--- config.mk ---
export PLATFORM = sky130hd
export DESIGN_NAME = drumMachine
export DESIGN_NICKNAME = d
export VERILOG_FILES = /design/src/hdl/audioPkg.sv /design/src/hdl/seqPkg.sv /design/src/hdl/samplePlayer.sv /design/src/hdl/padVoices.sv /design/src/hdl/patternSequencer.sv /design/src/hdl/voiceMixer.sv /design/src/hdl/drumMachine.sv
export SDC_FILE = /design/constraint.sdc
export NUM_CORES = 1
export LEC_CHECK = 0
export ABC_AREA = 1
export BUFFER_PORTS_ARGS = -buffer_cell sky130_fd_sc_hd__buf_2
export CAP_MARGIN = 10
export CORE_ASPECT_RATIO = 1.75
export CORE_MARGIN = 5
export CORE_UTILIZATION = 31
export DETAILED_ROUTE_END_ITERATION = 16
export SLEW_MARGIN = 20
export SYNTH_ARGS = -nofsm -noshare
export SYNTH_HDL_FRONTEND = slang
export SYNTH_SLANG_ARGS = --single-unit
--- constraint.sdc ---
create_clock -name clock44 -period 25.6 [get_ports clock44]
set_input_delay 3.84 -clock clock44 [delete_from_list [all_inputs] [get_ports clock44]]
set_output_delay 3.84 -clock clock44 [all_outputs]
set_load 0.05 [all_outputs]
--- src/hdl/samples.mem ---
// One line per voice 0 to 7, sixteen 6-bit samples in hex for addresses 0 to 15
01 04 07 0A 0D 10 13 16 19 1C 1F 22 25 28 2B 2E
3F 3A 35 30 2B 26 21 1C 17 12 0D 08 03 3E 39 34
20 28 30 38 00 08 10 18 1F 17 0F 07 3F 37 2F 27
05 0B 11 17 1D 23 29 2F 35 3B 01 07 0D 13 19 1F
33 2C 25 1E 17 10 09 02 3B 34 2D 26 1F 18 11 0A
0E 1C 2A 38 06 14 22 30 3E 0C 1A 28 36 04 12 20
3C 02 38 06 34 0A 30 0E 2C 12 28 16 24 1A 20 1E
11 22 33 04 15 26 37 08 19 2A 3B 0C 1D 2E 3F 10

--- src/hdl/audioPkg.sv ---
`default_nettype none

package audioPkg;

	// Voice bank dimensions
	localparam int numVoices = 8;
	localparam int addrWidth = 4;
	localparam int sampleWidth = 6;

	// Entries reserved per voice in the sample ROM
	localparam int numEntries = 1 << addrWidth;

	// Played length of each voice, never more than numEntries
	localparam int voiceDepth [numVoices] = '{16, 12, 10, 16, 8, 14, 6, 16};

	// Flat ROM, voice v starts at v * numEntries
	localparam int memDepth = numVoices * numEntries;
	localparam string sampleMemFile = "/design/src/hdl/samples.mem";

	// Sum of all voices at full scale, and the count of active ones
	localparam int sumWidth = sampleWidth + $clog2(numVoices);
	localparam int countWidth = $clog2(numVoices + 1);

	typedef logic [numVoices-1:0] voiceMaskT;

	typedef logic [sampleWidth-1:0] sampleT;

	typedef logic [addrWidth-1:0] voiceAddrT;

	// State of one full set of players
	typedef struct packed {
		voiceMaskT playing;
		voiceAddrT [numVoices-1:0] addr;
	} voiceBankT;

endpackage

`default_nettype wire

--- src/hdl/seqPkg.sv ---
`default_nettype none

package seqPkg;

	// Pattern length
	localparam int numSteps = 16;
	localparam int stepWidth = 4;

	// clock44 cycles per step
	localparam int stepPeriod = 32;
	localparam int timerWidth = $clog2(stepPeriod);

	typedef logic [stepWidth-1:0] stepT;

	typedef logic [timerWidth-1:0] timerT;

	// One voice mask per step
	typedef audioPkg::voiceMaskT [numSteps-1:0] patternT;

endpackage

`default_nettype wire

--- src/hdl/samplePlayer.sv ---
`default_nettype none

module samplePlayer
	import audioPkg::*;
#(
	parameter int depth = 16
) (
	input logic clock44,
	input logic rstN,
	input logic trigger,
	output logic playing,
	output voiceAddrT addr
);

	logic atEnd;

	// Last entry of this voice
	assign atEnd = (addr == voiceAddrT'(depth - 1));

	always_ff @(posedge clock44) begin
		if (!rstN) begin
			playing <= 1'b0;
			addr <= '0;
		end else if (trigger) begin
			// A new hit restarts from the top, even mid sample
			playing <= 1'b1;
			addr <= '0;
		end else if (playing) begin
			if (atEnd) begin
				playing <= 1'b0;
				addr <= '0;
			end else begin
				addr <= addr + 1'b1;
			end
		end
	end

endmodule

`default_nettype wire

--- src/hdl/padVoices.sv ---
`default_nettype none

module padVoices
	import audioPkg::*;
(
	input logic clock44,
	input logic rstN,
	input voiceMaskT pads,
	output voiceMaskT padHits,
	output voiceBankT padBank
);

	voiceMaskT padsPrev;
	wire voiceMaskT livePlaying;
	wire voiceAddrT [numVoices-1:0] liveAddr;

	// Pad levels seen on the last edge
	always_ff @(posedge clock44) begin
		if (!rstN) begin
			padsPrev <= '0;
		end else begin
			padsPrev <= pads;
		end
	end

	// Rising pad only, so a held pad hits once
	assign padHits = pads & ~padsPrev;

	// One live player per voice
	for (genvar i = 0; i < numVoices; i++) begin : gLive
		samplePlayer #(
			.depth(voiceDepth[i])
		) playerInst (
			.clock44(clock44),
			.rstN(rstN),
			.trigger(padHits[i]),
			.playing(livePlaying[i]),
			.addr(liveAddr[i])
		);
	end

	assign padBank = '{playing: livePlaying, addr: liveAddr};

endmodule

`default_nettype wire

--- src/hdl/patternSequencer.sv ---
`default_nettype none

module patternSequencer
	import audioPkg::*, seqPkg::*;
(
	input logic clock44,
	input logic rstN,
	input voiceMaskT padHits,
	input logic recordMode,
	input logic playEn,
	input logic clearPattern,
	output voiceBankT seqBank
);

	timerT stepTimer;
	stepT step;
	patternT pattern;
	voiceMaskT seqTrig;
	logic stepStart;
	wire voiceMaskT seqPlaying;
	wire voiceAddrT [numVoices-1:0] seqAddr;

	// Step timer and index
	// both sit at zero while stopped, so step 0 fires on the first play edge
	always_ff @(posedge clock44) begin
		if (!rstN) begin
			stepTimer <= '0;
			step <= '0;
		end else if (!playEn) begin
			stepTimer <= '0;
			step <= '0;
		end else if (stepTimer == timerT'(stepPeriod - 1)) begin
			stepTimer <= '0;
			if (step == stepT'(numSteps - 1)) begin
				step <= '0;
			end else begin
				step <= step + 1'b1;
			end
		end else begin
			stepTimer <= stepTimer + 1'b1;
		end
	end

	// Pattern memory
	// Clear beats a hit recorded on the same edge
	always_ff @(posedge clock44) begin
		if (!rstN) begin
			pattern <= '0;
		end else if (clearPattern) begin
			pattern <= '0;
		end else if (recordMode) begin
			pattern[step] <= pattern[step] | padHits;
		end
	end

	// First cycle of a step while playing
	assign stepStart = playEn && (stepTimer == '0);

	// Stored voices of the current step
	assign seqTrig = stepStart ? pattern[step] : '0;

	// One sequencer player per voice
	for (genvar i = 0; i < numVoices; i++) begin : gSeq
		samplePlayer #(
			.depth(voiceDepth[i])
		) playerInst (
			.clock44(clock44),
			.rstN(rstN),
			.trigger(seqTrig[i]),
			.playing(seqPlaying[i]),
			.addr(seqAddr[i])
		);
	end

	assign seqBank = '{playing: seqPlaying, addr: seqAddr};

endmodule

`default_nettype wire

--- src/hdl/voiceMixer.sv ---
`default_nettype none

module voiceMixer
	import audioPkg::*;
(
	input logic clock44,
	input logic rstN,
	input voiceBankT padBank,
	input voiceBankT seqBank,
	output sampleT mixOut,
	output voiceMaskT voiceActive
);

	// Sample ROM, numEntries words per voice
	sampleT sampleMem [memDepth];

	voiceAddrT [numVoices-1:0] addrS1;
	voiceMaskT activeS1;
	sampleT [numVoices-1:0] sampleS2;
	voiceMaskT activeS2;
	logic [sumWidth-1:0] sampleSum;
	logic [countWidth-1:0] activeCount;

	initial begin
		$readmemh(sampleMemFile, sampleMem);
	end

	// First stage picks the address source
	// the live player owns its voice while it plays
	always_ff @(posedge clock44) begin
		for (int i = 0; i < numVoices; i++) begin
			if (padBank.playing[i]) begin
				addrS1[i] <= padBank.addr[i];
			end else begin
				addrS1[i] <= seqBank.addr[i];
			end
		end
	end

	always_ff @(posedge clock44) begin
		if (!rstN) begin
			activeS1 <= '0;
		end else begin
			activeS1 <= padBank.playing | seqBank.playing;
		end
	end

	// ROM read, silent voices read as zero
	always_ff @(posedge clock44) begin
		for (int i = 0; i < numVoices; i++) begin
			if (activeS1[i]) begin
				sampleS2[i] <= sampleMem[i * numEntries + int'(addrS1[i])];
			end else begin
				sampleS2[i] <= '0;
			end
		end
	end

	always_ff @(posedge clock44) begin
		if (!rstN) begin
			activeS2 <= '0;
		end else begin
			activeS2 <= activeS1;
		end
	end

	// Sum and count of the voices in the second stage
	always_comb begin
		sampleSum = '0;
		activeCount = '0;
		for (int i = 0; i < numVoices; i++) begin
			if (activeS2[i]) begin
				sampleSum = sampleSum + sumWidth'(sampleS2[i]);
				activeCount = activeCount + 1'b1;
			end
		end
	end

	// Average rounds down, and fits a sample since no input exceeds one
	always_ff @(posedge clock44) begin
		if (!rstN) begin
			mixOut <= '0;
			voiceActive <= '0;
		end else begin
			voiceActive <= activeS2;
			if (activeCount == '0) begin
				mixOut <= '0;
			end else begin
				mixOut <= sampleT'(sampleSum / sumWidth'(activeCount));
			end
		end
	end

endmodule

`default_nettype wire

--- src/hdl/drumMachine.sv ---
`default_nettype none

module drumMachine
	import audioPkg::*;
(
	input logic clock44,
	input logic rstN,
	input voiceMaskT pads,
	input logic recordMode,
	input logic playEn,
	input logic clearPattern,
	output sampleT mixOut,
	output voiceMaskT voiceActive
);

	voiceMaskT padHits;
	voiceBankT padBank;
	voiceBankT seqBank;

	// Live pad playback
	padVoices padVoicesInst (
		.clock44(clock44),
		.rstN(rstN),
		.pads(pads),
		.padHits(padHits),
		.padBank(padBank)
	);

	// Step sequencer, records the same pad hits
	patternSequencer patternSequencerInst (
		.clock44(clock44),
		.rstN(rstN),
		.padHits(padHits),
		.recordMode(recordMode),
		.playEn(playEn),
		.clearPattern(clearPattern),
		.seqBank(seqBank)
	);

	// Both banks meet here, three cycles to the output
	voiceMixer voiceMixerInst (
		.clock44(clock44),
		.rstN(rstN),
		.padBank(padBank),
		.seqBank(seqBank),
		.mixOut(mixOut),
		.voiceActive(voiceActive)
	);

endmodule

`default_nettype wire

# Word-level counts from Yosys, hierarchy flattened
# Index checks and enable logic that the tools add are counted.
classes:
  order_cmp: 2
  addsub: 32
  n_reduce_logical: 24
  muxes: 87
  bitwise: 6
  shift: 0
  div_mod_pow: 1
  eq_ne: 18
  n_mul: 0
op_table:
  columns: ["cell", "count"]
  rows:
  - ["bitwise mux 128 bit", 1]
  - ["2-to-1 mux 4 bit", 24]
  - ["adder 4 x 1 -> 4 bit (second input constant)", 23]
  - ["2-to-1 mux 9 bit", 7]
  - ["adder 9 x 6 -> 9 bit", 6]
  - ["== test 4 bit (second input constant)", 13]
  - ["2-to-1 mux 1 bit", 49]
  - ["OR reduction 2 bit", 18]
  - ["binary-select mux 8 bit (select 4 bit)", 1]
  - ["demux 8 bit (select 4 bit)", 1]
  - ["2-to-1 mux 8 bit", 3]
  - ["== test 4 x 3 -> 1 bit (second input constant)", 4]
  - ["bitwise OR 8 bit", 2]
  - ["divider 9 x 4 -> 9 bit", 1]
  - ["AND 8 bit", 1]
  - ["inverter 8 bit", 1]
  - ["adder 6 x 6 -> 7 bit", 1]
  - ["2-to-1 mux 6 bit", 1]
  - ["adder 5 x 1 -> 5 bit (second input constant)", 1]
  - ["== test 5 bit (second input constant)", 1]
  - ["zero test 5 bit", 1]
  - ["less-than comparator 4 x 5 -> 1 bit (second input constant)", 1]
  - ["greater-or-equal comparator 4 x 1 -> 1 bit (second input constant)", 1]
  - ["zero test 4 bit", 1]
  - ["other kinds (5)", 7]
totals:
  romBits: 0
  latchBits: 0
  output_inout_bits: 14
  inputBits: 13
  wordCells: 233
  mem_bits_rw: 0
  register_bits: 303
  mem_count: 0

# Depth between registers and ports, before layout
# Gate-level depths: netlist of run 1.
logic_depth:
  ltp_word: 17
  mapped_depth: 92
  mapped_depth_nobuf: 92

# Modules after synthesis
# A second synthesis of run 1 with hierarchy kept.
hier_totals:
  hier_cells: 2263
  hier_area_um2: 14580.2
by_module_without_submodules:
  columns: ["module", "area_per_inst_um2", "seq_area_each_um2", "cells_each", "instances"]
  rows:
  - ["patternSequencer", 7656.1, 2742.6, 1217, 1]
  - ["voiceMixer", 2902.8, 600.6, 463, 1]
  - ["samplePlayer (padVoicesInst.gLive[0].playerInst ...)", 227.7, 100.1, 32, 6]
  - ["samplePlayer (padVoicesInst.gLive[5].playerInst ...)", 240.2, 100.1, 36, 2]
  - ["samplePlayer (padVoicesInst.gLive[2].playerInst ...)", 239.0, 100.1, 37, 2]
  - ["samplePlayer (padVoicesInst.gLive[6].playerInst ...)", 237.7, 100.1, 37, 2]
  - ["samplePlayer (padVoicesInst.gLive[1].playerInst ...)", 236.5, 100.1, 33, 2]
  - ["samplePlayer (padVoicesInst.gLive[4].playerInst ...)", 231.5, 100.1, 32, 2]
  - ["padVoices", 285.3, 160.2, 41, 1]

# Worst setup path before layout of run 1
# Ideal clock, no wire load.
synth_timing:
  path_kind: "register to register"
  from: "register voiceMixerInst.activeS2[0]"
  to: "register voiceMixerInst.mixOut[0]"
  setup_ps: 133
  path_slack_ps: 13751
  required_ps: 25467
  path_buffers: 0
  synth_period_minus_slack_ps: 11849
  stages_incl_launch_ff: 87
  arrival_time_ps: 11716
  cell_sequence: "dfxtp_1 > inv_1 > ha_1 > inv_1 > nand2_1 > nand2_1 > ha_1 > nand2_1 > nand2_1 > ha_1 > or2_1 > nand2_1 > inv_1 > ha_1 > nand2_1 > nand2_1 > ha_1 > nand2_1 > [51 not listed] > ha_1 > a21oi_1 > inv_1 > a31oi_1 > inv_1 > a21oi_1 > nand4_4 > nor2_4 > o21ai_0 > ha_1 > a21oi_1 > nand3_1 > a21oi_1 > o21ai_0 > inv_1 > nand2_1 > nor2_1 > nor2_1"
synth_between:
  elab_chain_cells: 17
  elab_cells_between_ends: 33
  cone_classes: "add/sub: 14; div: 1; mux: 16; reduce/logical: 2"
synth_rtl:
  columns: ["item", "line_no", "source"]
  rows:
  - ["start: declaration", "voiceMixer.sv:20", "voiceMaskT activeS2;"]
  - ["start signal: assignment", "voiceMixer.sv:63", "activeS2 <= activeS1;"]
  - ["parallel branches: the longest is 17 deep, another holds adder 9 x 6 -> 9 bit", null, null]
  - ["end signal: assignment", "voiceMixer.sv:89", "mixOut <= sampleT'(sampleSum / sumWidth'(activeCount));"]
  - ["end: declaration", "voiceMixer.sv:10", "output sampleT mixOut,"]
# Parallel ways; which one is timed is not known.
# A chain may end at the register's enable or synchronous reset.

# Final worst setup path of run 1
# Ends and elaborated chain as after synthesis.

==> flow_summary.json, run 1 <==
{
  "outcome": "completed",
  "rr_worst_depth": 87,
  "hpwl_um": 21800,
  "cts_max_level": 1,
  "dieArea_um2": 46900,
  "yosys.area.top_type": "dfxtp_1",
  "worstReg2RegEnd": "voiceMixerInst.mixOut[0]",
  "ys_warn_count": 0,
  "yosys_most_used_dff": "dfxtp_1",
  "critPathSlowestCell": "nand2_1",
  "first_pass_iters": 7,
  "finalCritPeriodShare": 0.520,
  "clock_sinks": 255,
  "grt_pass1_vias": 10710,
  "cap_violations": 0,
  "io_pins": 27,
  "p_leak_nw": 6.89,
  "yosys-top-cells-area": "dfxtp_1 (39%), inv_1 (12%), a21oi_1 (10%)",
  "synthCells": 1889,
  "multi_input_area_um2": 6150,
  "async_reset_ff_frac": 0,
  "row_count": 100,
  "grt_pass1_wl_um": 51400,
  "irDropWorstVdd_uv": 122,
  "grt_antenna_before_repair": 2,
  "p_total_mw": 1.75,
  "syn_area_um2": 13200,
  "rsz0062_at_grt": "no",
  "period_needed_ps": 13310,
  "drive_gt1_frac": 0.0853,
  "regArea_um2": 5110,
  "hold_violations": 0,
  "cts_tree": "built",
  "maxSlewHeadroom": 0.219,
  "cpMostUsedCell": "nand2_1",
  "r2r_start": "voiceMixerInst.activeS2[0]",
  "critPathMaxFanout": 10,
  "yosysMostFrequentCell": "inv_1",
  "clockBufferDepth": 3,
  "fillers": 4530,
  "seq_area_frac_synth": 0.387,
  "cts_resized": 0,
  "synthTopCellsByCount": "inv_1 (432), a21oi_1 (276), nand2_1 (259)",
  "startpoint_type": "flip-flop",
  "cts-root-buf": "clkbuf_16",
  "clkTransAtPathRegs_ps": 70,
  "end_kind": "flip-flop",
  "crit_type": "flip-flop to flip-flop",
  "setup_tns_ps": 0,
  "die_h_um": 283,
  "die_x_um": 166,
  "worst-endpoint-required_ps": 26000,
  "via_per_inst": 4.62,
  "drc_errors": 0,
  "ant_nets": 0,
  "grt_max_degree": 97,
  "start_util": 0.312,
  "slowest_delay_ps": 390,
  "synth_seq_cells": 255,
  "synth_edf_count": 0,
  "cts_buffers": 25,
  "min_path_type": "flip-flop to flip-flop",
  "synth.distinct_cells": 49,
  "hold_buffers": 0,
  "min_from": "voiceMixerInst.activeS1[4]",
  "worstHoldPathCells": 2,
  "critPathArrivalTime_ps": 13710,
  "vias": 11377,
  "slew_violations": 0,
  "setup_viol": 0,
  "fin_skew_ps": 17.8,
  "core_um2": 42300,
  "power.density_nw_per_um2": 119,
  "place_congestion": 0.799,
  "wl_per_cell_um": 12.7,
  "synth_fp_nets": 1947,
  "drtIter0Drc": 473,
  "grt_usage": 0.130,
  "syn_to_final_growth_pct": 11.6,
  "syn_avg_cell_area_um2": 6.98,
  "nets": 1940,
  "cp-startpoint": "voiceMixerInst.activeS2[0]",
  "portBuffers": 26,
  "cts_setup_buffers": 0,
  "worst_pin_slew_ps": 1140,
  "min_to": "voiceMixerInst.activeS2[4]",
  "clk_latency_ps": 540,
  "synth_top_area_frac": 0.387,
  "max_freq_ghz": 0.0751,
  "overflow": 0,
  "finalWirelength_um": 31300,
  "rrSetupSlack_ps": 12290
}
==> registers in the layout, summed over array words and instances (netlist names) <==
signal	cells
padVoicesInst.gLive.playerInst.addr	32
padVoicesInst.gLive.playerInst.playing	8
padVoicesInst.padsPrev	8
patternSequencerInst.gSeq.playerInst.addr	32
patternSequencerInst.gSeq.playerInst.playing	8
patternSequencerInst.pattern	128
patternSequencerInst.step	4
patternSequencerInst.stepTimer	5
voiceMixerInst.activeS1	8
voiceMixerInst.activeS2	8
voiceMixerInst.mixOut	6
voiceMixerInst.voiceActive	8
==> stage by stage <==
stage                util  setup WS, ps  std cells  instance area (um2)  hold WS (ps)
floorplan               -         13750       1889                13200           390
finish              0.348         12290       2462                14700           402
CTS                 0.348         12300       2461                14700           408
detailed placement  0.327         12320       2416                13800           396
global route        0.348         11000       2461                14700           430
global placement    0.327         12790       2416                13800           394
==> layout make-up <==
class	count	area share
clock inverters	15	0.0146
clock buffers	30	0.0452
diodes	1	0.000170
multi-input cells	1120	0.418
inverters	444	0.113
well taps	561	0.0477
repair buffers	36	0.0139
flip-flops and latches	255	0.347
==> kinds of logic after synthesis <==
family | count (synthesis) | synth area share
flops | 255 | 0.387
buf+inv | 514 | 0.146
fa+ha+maj | 45 | 0.0427
other cells | 1 | 0.000285
xor+xnor | 27 | 0.0191
simple gates | 497 | 0.183
compound gates | 550 | 0.221
==> layer usage <==
metal / GRT usage / vias to the layer above / routed length [um]
li1: - / 5962 / -
met1: 0.130 / 5191 / 12100
met2: 0.264 / 162 / 17000
met3: 0.0191 / 62 / 1110
met4: 0.0552 / 0 / 1040
met5: 0 / - / 0
==> worst max path at each step <==
stage | to | slack, ps
4_1_cts | voiceMixerInst.mixOut[0] | 12300
2_1_floorplan | voiceMixerInst.mixOut[0] | 13750
3_3_place_gp | voiceMixerInst.mixOut[0] | 12790
6_report | voiceMixerInst.mixOut[0] | 12290
3_5_place_dp | voiceMixerInst.mixOut[0] | 12320
5_1_grt | voiceMixerInst.mixOut[0] | 11000
==> cell usage in the layout (no fill, tap or decap), types with 3 or more instances in the layout <==
master / instances
o21ai_1: 3
a31oi_1: 5
nand3b_1: 3
nand3_2: 13
nor3b_1: 3
o21ai_0: 213
a21oi_1: 276
o21bai_1: 4
buf_2: 26
a211oi_1: 10
buf_4: 10
clkbuf_16: 25
dfxtp_1: 254
clkinv_2: 6
nand2_4: 8
o211ai_1: 3
a2111oi_0: 8
ha_1: 45
o31ai_1: 4
bufinv_16: 5
nand3_1: 46
nor3_1: 23
or2_2: 13
nand3_4: 4
inv_2: 10
nand2_1: 259
nand2_2: 20
xnor2_1: 7
inv_1: 431
nand4_1: 10
clkinv_1: 3
xor2_1: 18
a21boi_0: 16
clkbuf_1: 3
nor2_1: 80
==> power by group <==
part / leakage (nW) / internal, mW / switching [mW]
sequential: 2.07 / 0.407 / 0.00542
combinational: 4.38 / 0.325 / 0.615
clock: 0.437 / 0.237 / 0.160
==> critical path: cells and delay by family (launching register included) <==
kind	cells	cell delay, ps
AND/OR/NAND/NOR	43	4980
AO/OA/AOI/OAI	15	2640
adder cells (fa/ha/maj)	14	3980
buffers and inverters	15	1160
flip-flops	1	360
Power figures use the tool's default switching activity.
==> inputs of run 2 (changes only) <==
- clock period: 25.6 -> 11.9 ns (I/O delays scaled with it)
==> run 2 against run 1 <==
Effect of this change: clock power rose by 91%; maximum frequency grew 19%; first-iteration DRC count grew 20%; sequential power rose by 120%; total power grew 140%; non-clock buffer count increased by 36; worst setup slack worse by 12000 ps; clock skew decreased by 11 ps; routed wire length is 0.61% higher; cell area up 2.5%; sequential share of layout area down 0.83 points; critical endpoint unchanged; largest cell class unchanged.
==> flow_summary.json, run 2 (synthesis results as in run 1) <==
{
  "cts_max_level": 1,
  "cts-root-buf": "clkbuf_16",
  "critPathMaxFanout": 6,
  "p_total_mw": 4.13,
  "layout_common_cells": "inv_1 (424), a21oi_1 (270), dfxtp_1 (252)",
  "grt_antenna_before_repair": 2,
  "via_per_inst": 4.61,
  "finalCritPeriodShare": 0.940,
  "setup_viol": 0,
  "switching_share": 0.442,
  "dieArea_um2": 46900,
  "nets": 1975,
  "power.density_nw_per_um2": 274,
  "finalWirelength_um": 31400,
  "syn_to_final_growth_pct": 14.4,
  "cts_buffers": 24,
  "p_sw_mw": 1.82,
  "outcome": "completed",
  "worst-endpoint-required_ps": 12290,
  "overflow": 0,
  "irDropWorstVdd_uv": 290,
  "fillers": 4514,
  "fin_cells": 2494,
  "final_util": 0.357,
  "combPwrFrac": 0.602,
  "portBuffers": 26,
  "finalInstanceArea_um2": 15100,
  "hold_buffers": 0,
  "pwr-share-clk": 0.184,
  "core_um2": 42300,
  "clockBufferDepth": 3,
  "clock_sinks": 255,
  "clk_latency_ps": 530,
  "start_util": 0.312,
  "pre_cts_slack_ps": -142,
  "min_to": "voiceMixerInst.activeS2[1]",
  "critPathArrivalTime_ps": 11590,
  "worstPathBufferInverterCount": 15,
  "rrSetupSlack_ps": 710,
  "crit_type": "flip-flop to flip-flop",
  "fin_skew_ps": 6.90,
  "largest_reg_flops": 128,
  "largest-register": "patternSequencerInst.pattern",
  "drtIter0Drc": 568,
  "r2r_start": "voiceMixerInst.activeS2[1]",
  "slew_violations": 0,
  "die_h_um": 283,
  "drc_errors": 0,
  "min_from": "voiceMixerInst.activeS1[1]",
  "cap_violations": 0,
  "row_count": 100,
  "holdWs_ps": 415,
  "min_path_type": "flip-flop to flip-flop",
  "post-route-worst-setup-slack_ps": 708,
  "placed_cell_area_um2": 14000,
  "dp_cells": 2437,
  "p_leak_nw": 7.00,
  "layout_commonest_cell": "inv_1",
  "cpMostUsedCell": "nand2_1",
  "path_delay_family": "simple AND/OR/NAND/NOR gates",
  "maxSlewHeadroom": 0.285,
  "worstReg2RegEnd": "voiceMixerInst.mixOut[0]",
  "setup_tns_ps": 0,
  "grt_usage": 0.130,
  "grt_pass1_vias": 10939,
  "wl_per_cell_um": 12.6,
  "die_x_um": 166,
  "grt_max_degree": 97,
  "cts_tree": "built",
  "max_freq_ghz": 0.0894,
  "internal-power_mw": 2.30,
  "grt_pass1_wl_um": 52000,
  "worst_pin_slew_ps": 1040,
  "vias": 11503,
  "worstHoldPathCells": 2,
  "startpoint_type": "flip-flop",
  "p_seq_frac": 0.215,
  "slowest_delay_ps": 340,
  "top_regs": "patternSequencerInst.pattern: 128 flops, padVoicesInst.gLive.playerInst.addr: 32 flops, patternSequencerInst.gSeq.playerInst.addr: 32 flops",
  "ant_nets": 0,
  "io_pins": 27,
  "drive_gt1_frac": 0.121,
  "hpwl_um": 22000,
  "period_needed_ps": 11190,
  "hold_violations": 0,
  "rr_worst_depth": 82,
  "place_congestion": 0.817,
  "critPathSlowestCell": "dfxtp_2",
  "first_pass_iters": 5,
  "end_kind": "flip-flop",
  "clkTransAtPathRegs_ps": 60
}
run 2: cell types whose count changed in the layout (fill, tap and decap cells not counted), moves of 5 or more:
cell and change:
a21oi_2 +5, a21oi_1 -6, ha_1 -8, inv_2 +5
inv_1 -7, nand2_1 -13, ha_4 +8, buf_4 +36
nand2_2 +11
run 2: worst register-to-register path: cells and delay by family, from the launching register on:
| kind | cells | cell delay (ps) |
|---|---|---|
| AOI/OAI and AO/OA | 12 | 1680 |
| adders and majority gates | 14 | 3590 |
| buffers and inverters | 15 | 1210 |
| DFF | 1 | 340 |
| and+or+nand+nor | 41 | 4240 |
run 2: how the worst max path moves through the flow:
stage,startpoint,end,depth (start not counted)
3_3_place_gp,voiceMixerInst.activeS2[0],voiceMixerInst.mixOut[0],86
6_report,voiceMixerInst.activeS2[1],voiceMixerInst.mixOut[0],82
3_5_place_dp,voiceMixerInst.activeS2[0],voiceMixerInst.mixOut[0],86
2_1_floorplan,voiceMixerInst.activeS2[0],voiceMixerInst.mixOut[0],86
4_1_cts,voiceMixerInst.activeS2[0],voiceMixerInst.mixOut[0],86
5_1_grt,voiceMixerInst.activeS2[1],voiceMixerInst.mixOut[0],87
run 2: area by class of cell:
cell class | instances | area [um2] | share of cell area
antenna | 1 | 2.50 | 0.000166
clock buffer | 35 | 693 | 0.0460
clock inverter | 6 | 63.8 | 0.00423
inverter | 444 | 1670 | 0.111
multi-input combinational | 1120 | 6360 | 0.422
sequential | 255 | 5110 | 0.339
tap | 561 | 702 | 0.0466
timing repair buffer | 72 | 475 | 0.0315
run 2: timing repair:
action                                  4_1_cts  5_1_grt
gates resized for setup                       4       49
hold endpoints to repair                      0        0
pin swaps                                     2       29
endpoints found under the setup margin        1        2
setup buffers                                 1       14
run 2: power by group through the flow:
stage | Sequential (mW) | Clock, mW | Combinational [mW]
3_5_place_dp | 0.906 | 0 | 2.14
5_1_grt | 0.889 | 0.816 | 2.78
4_1_cts | 0.886 | 0.783 | 2.19
3_3_place_gp | 0.905 | 0 | 2.11
2_1_floorplan | 0.935 | 0 | 1.65
6_report | 0.886 | 0.758 | 2.48
run 2: layer usage:
| metal | share of wire | track usage | vias up | wire, um |
|---|---|---|---|---|
| li1 | - | - | 6045 | - |
| met1 | 0.39 | 0.131 | 5270 | 12300 |
| met2 | 0.55 | 0.272 | 136 | 17400 |
| met3 | 0.031 | 0.0170 | 50 | 961 |
| met4 | 0.024 | 0.0415 | 2 | 767 |
| met5 | 0.00041 | 0 | - | 13 |
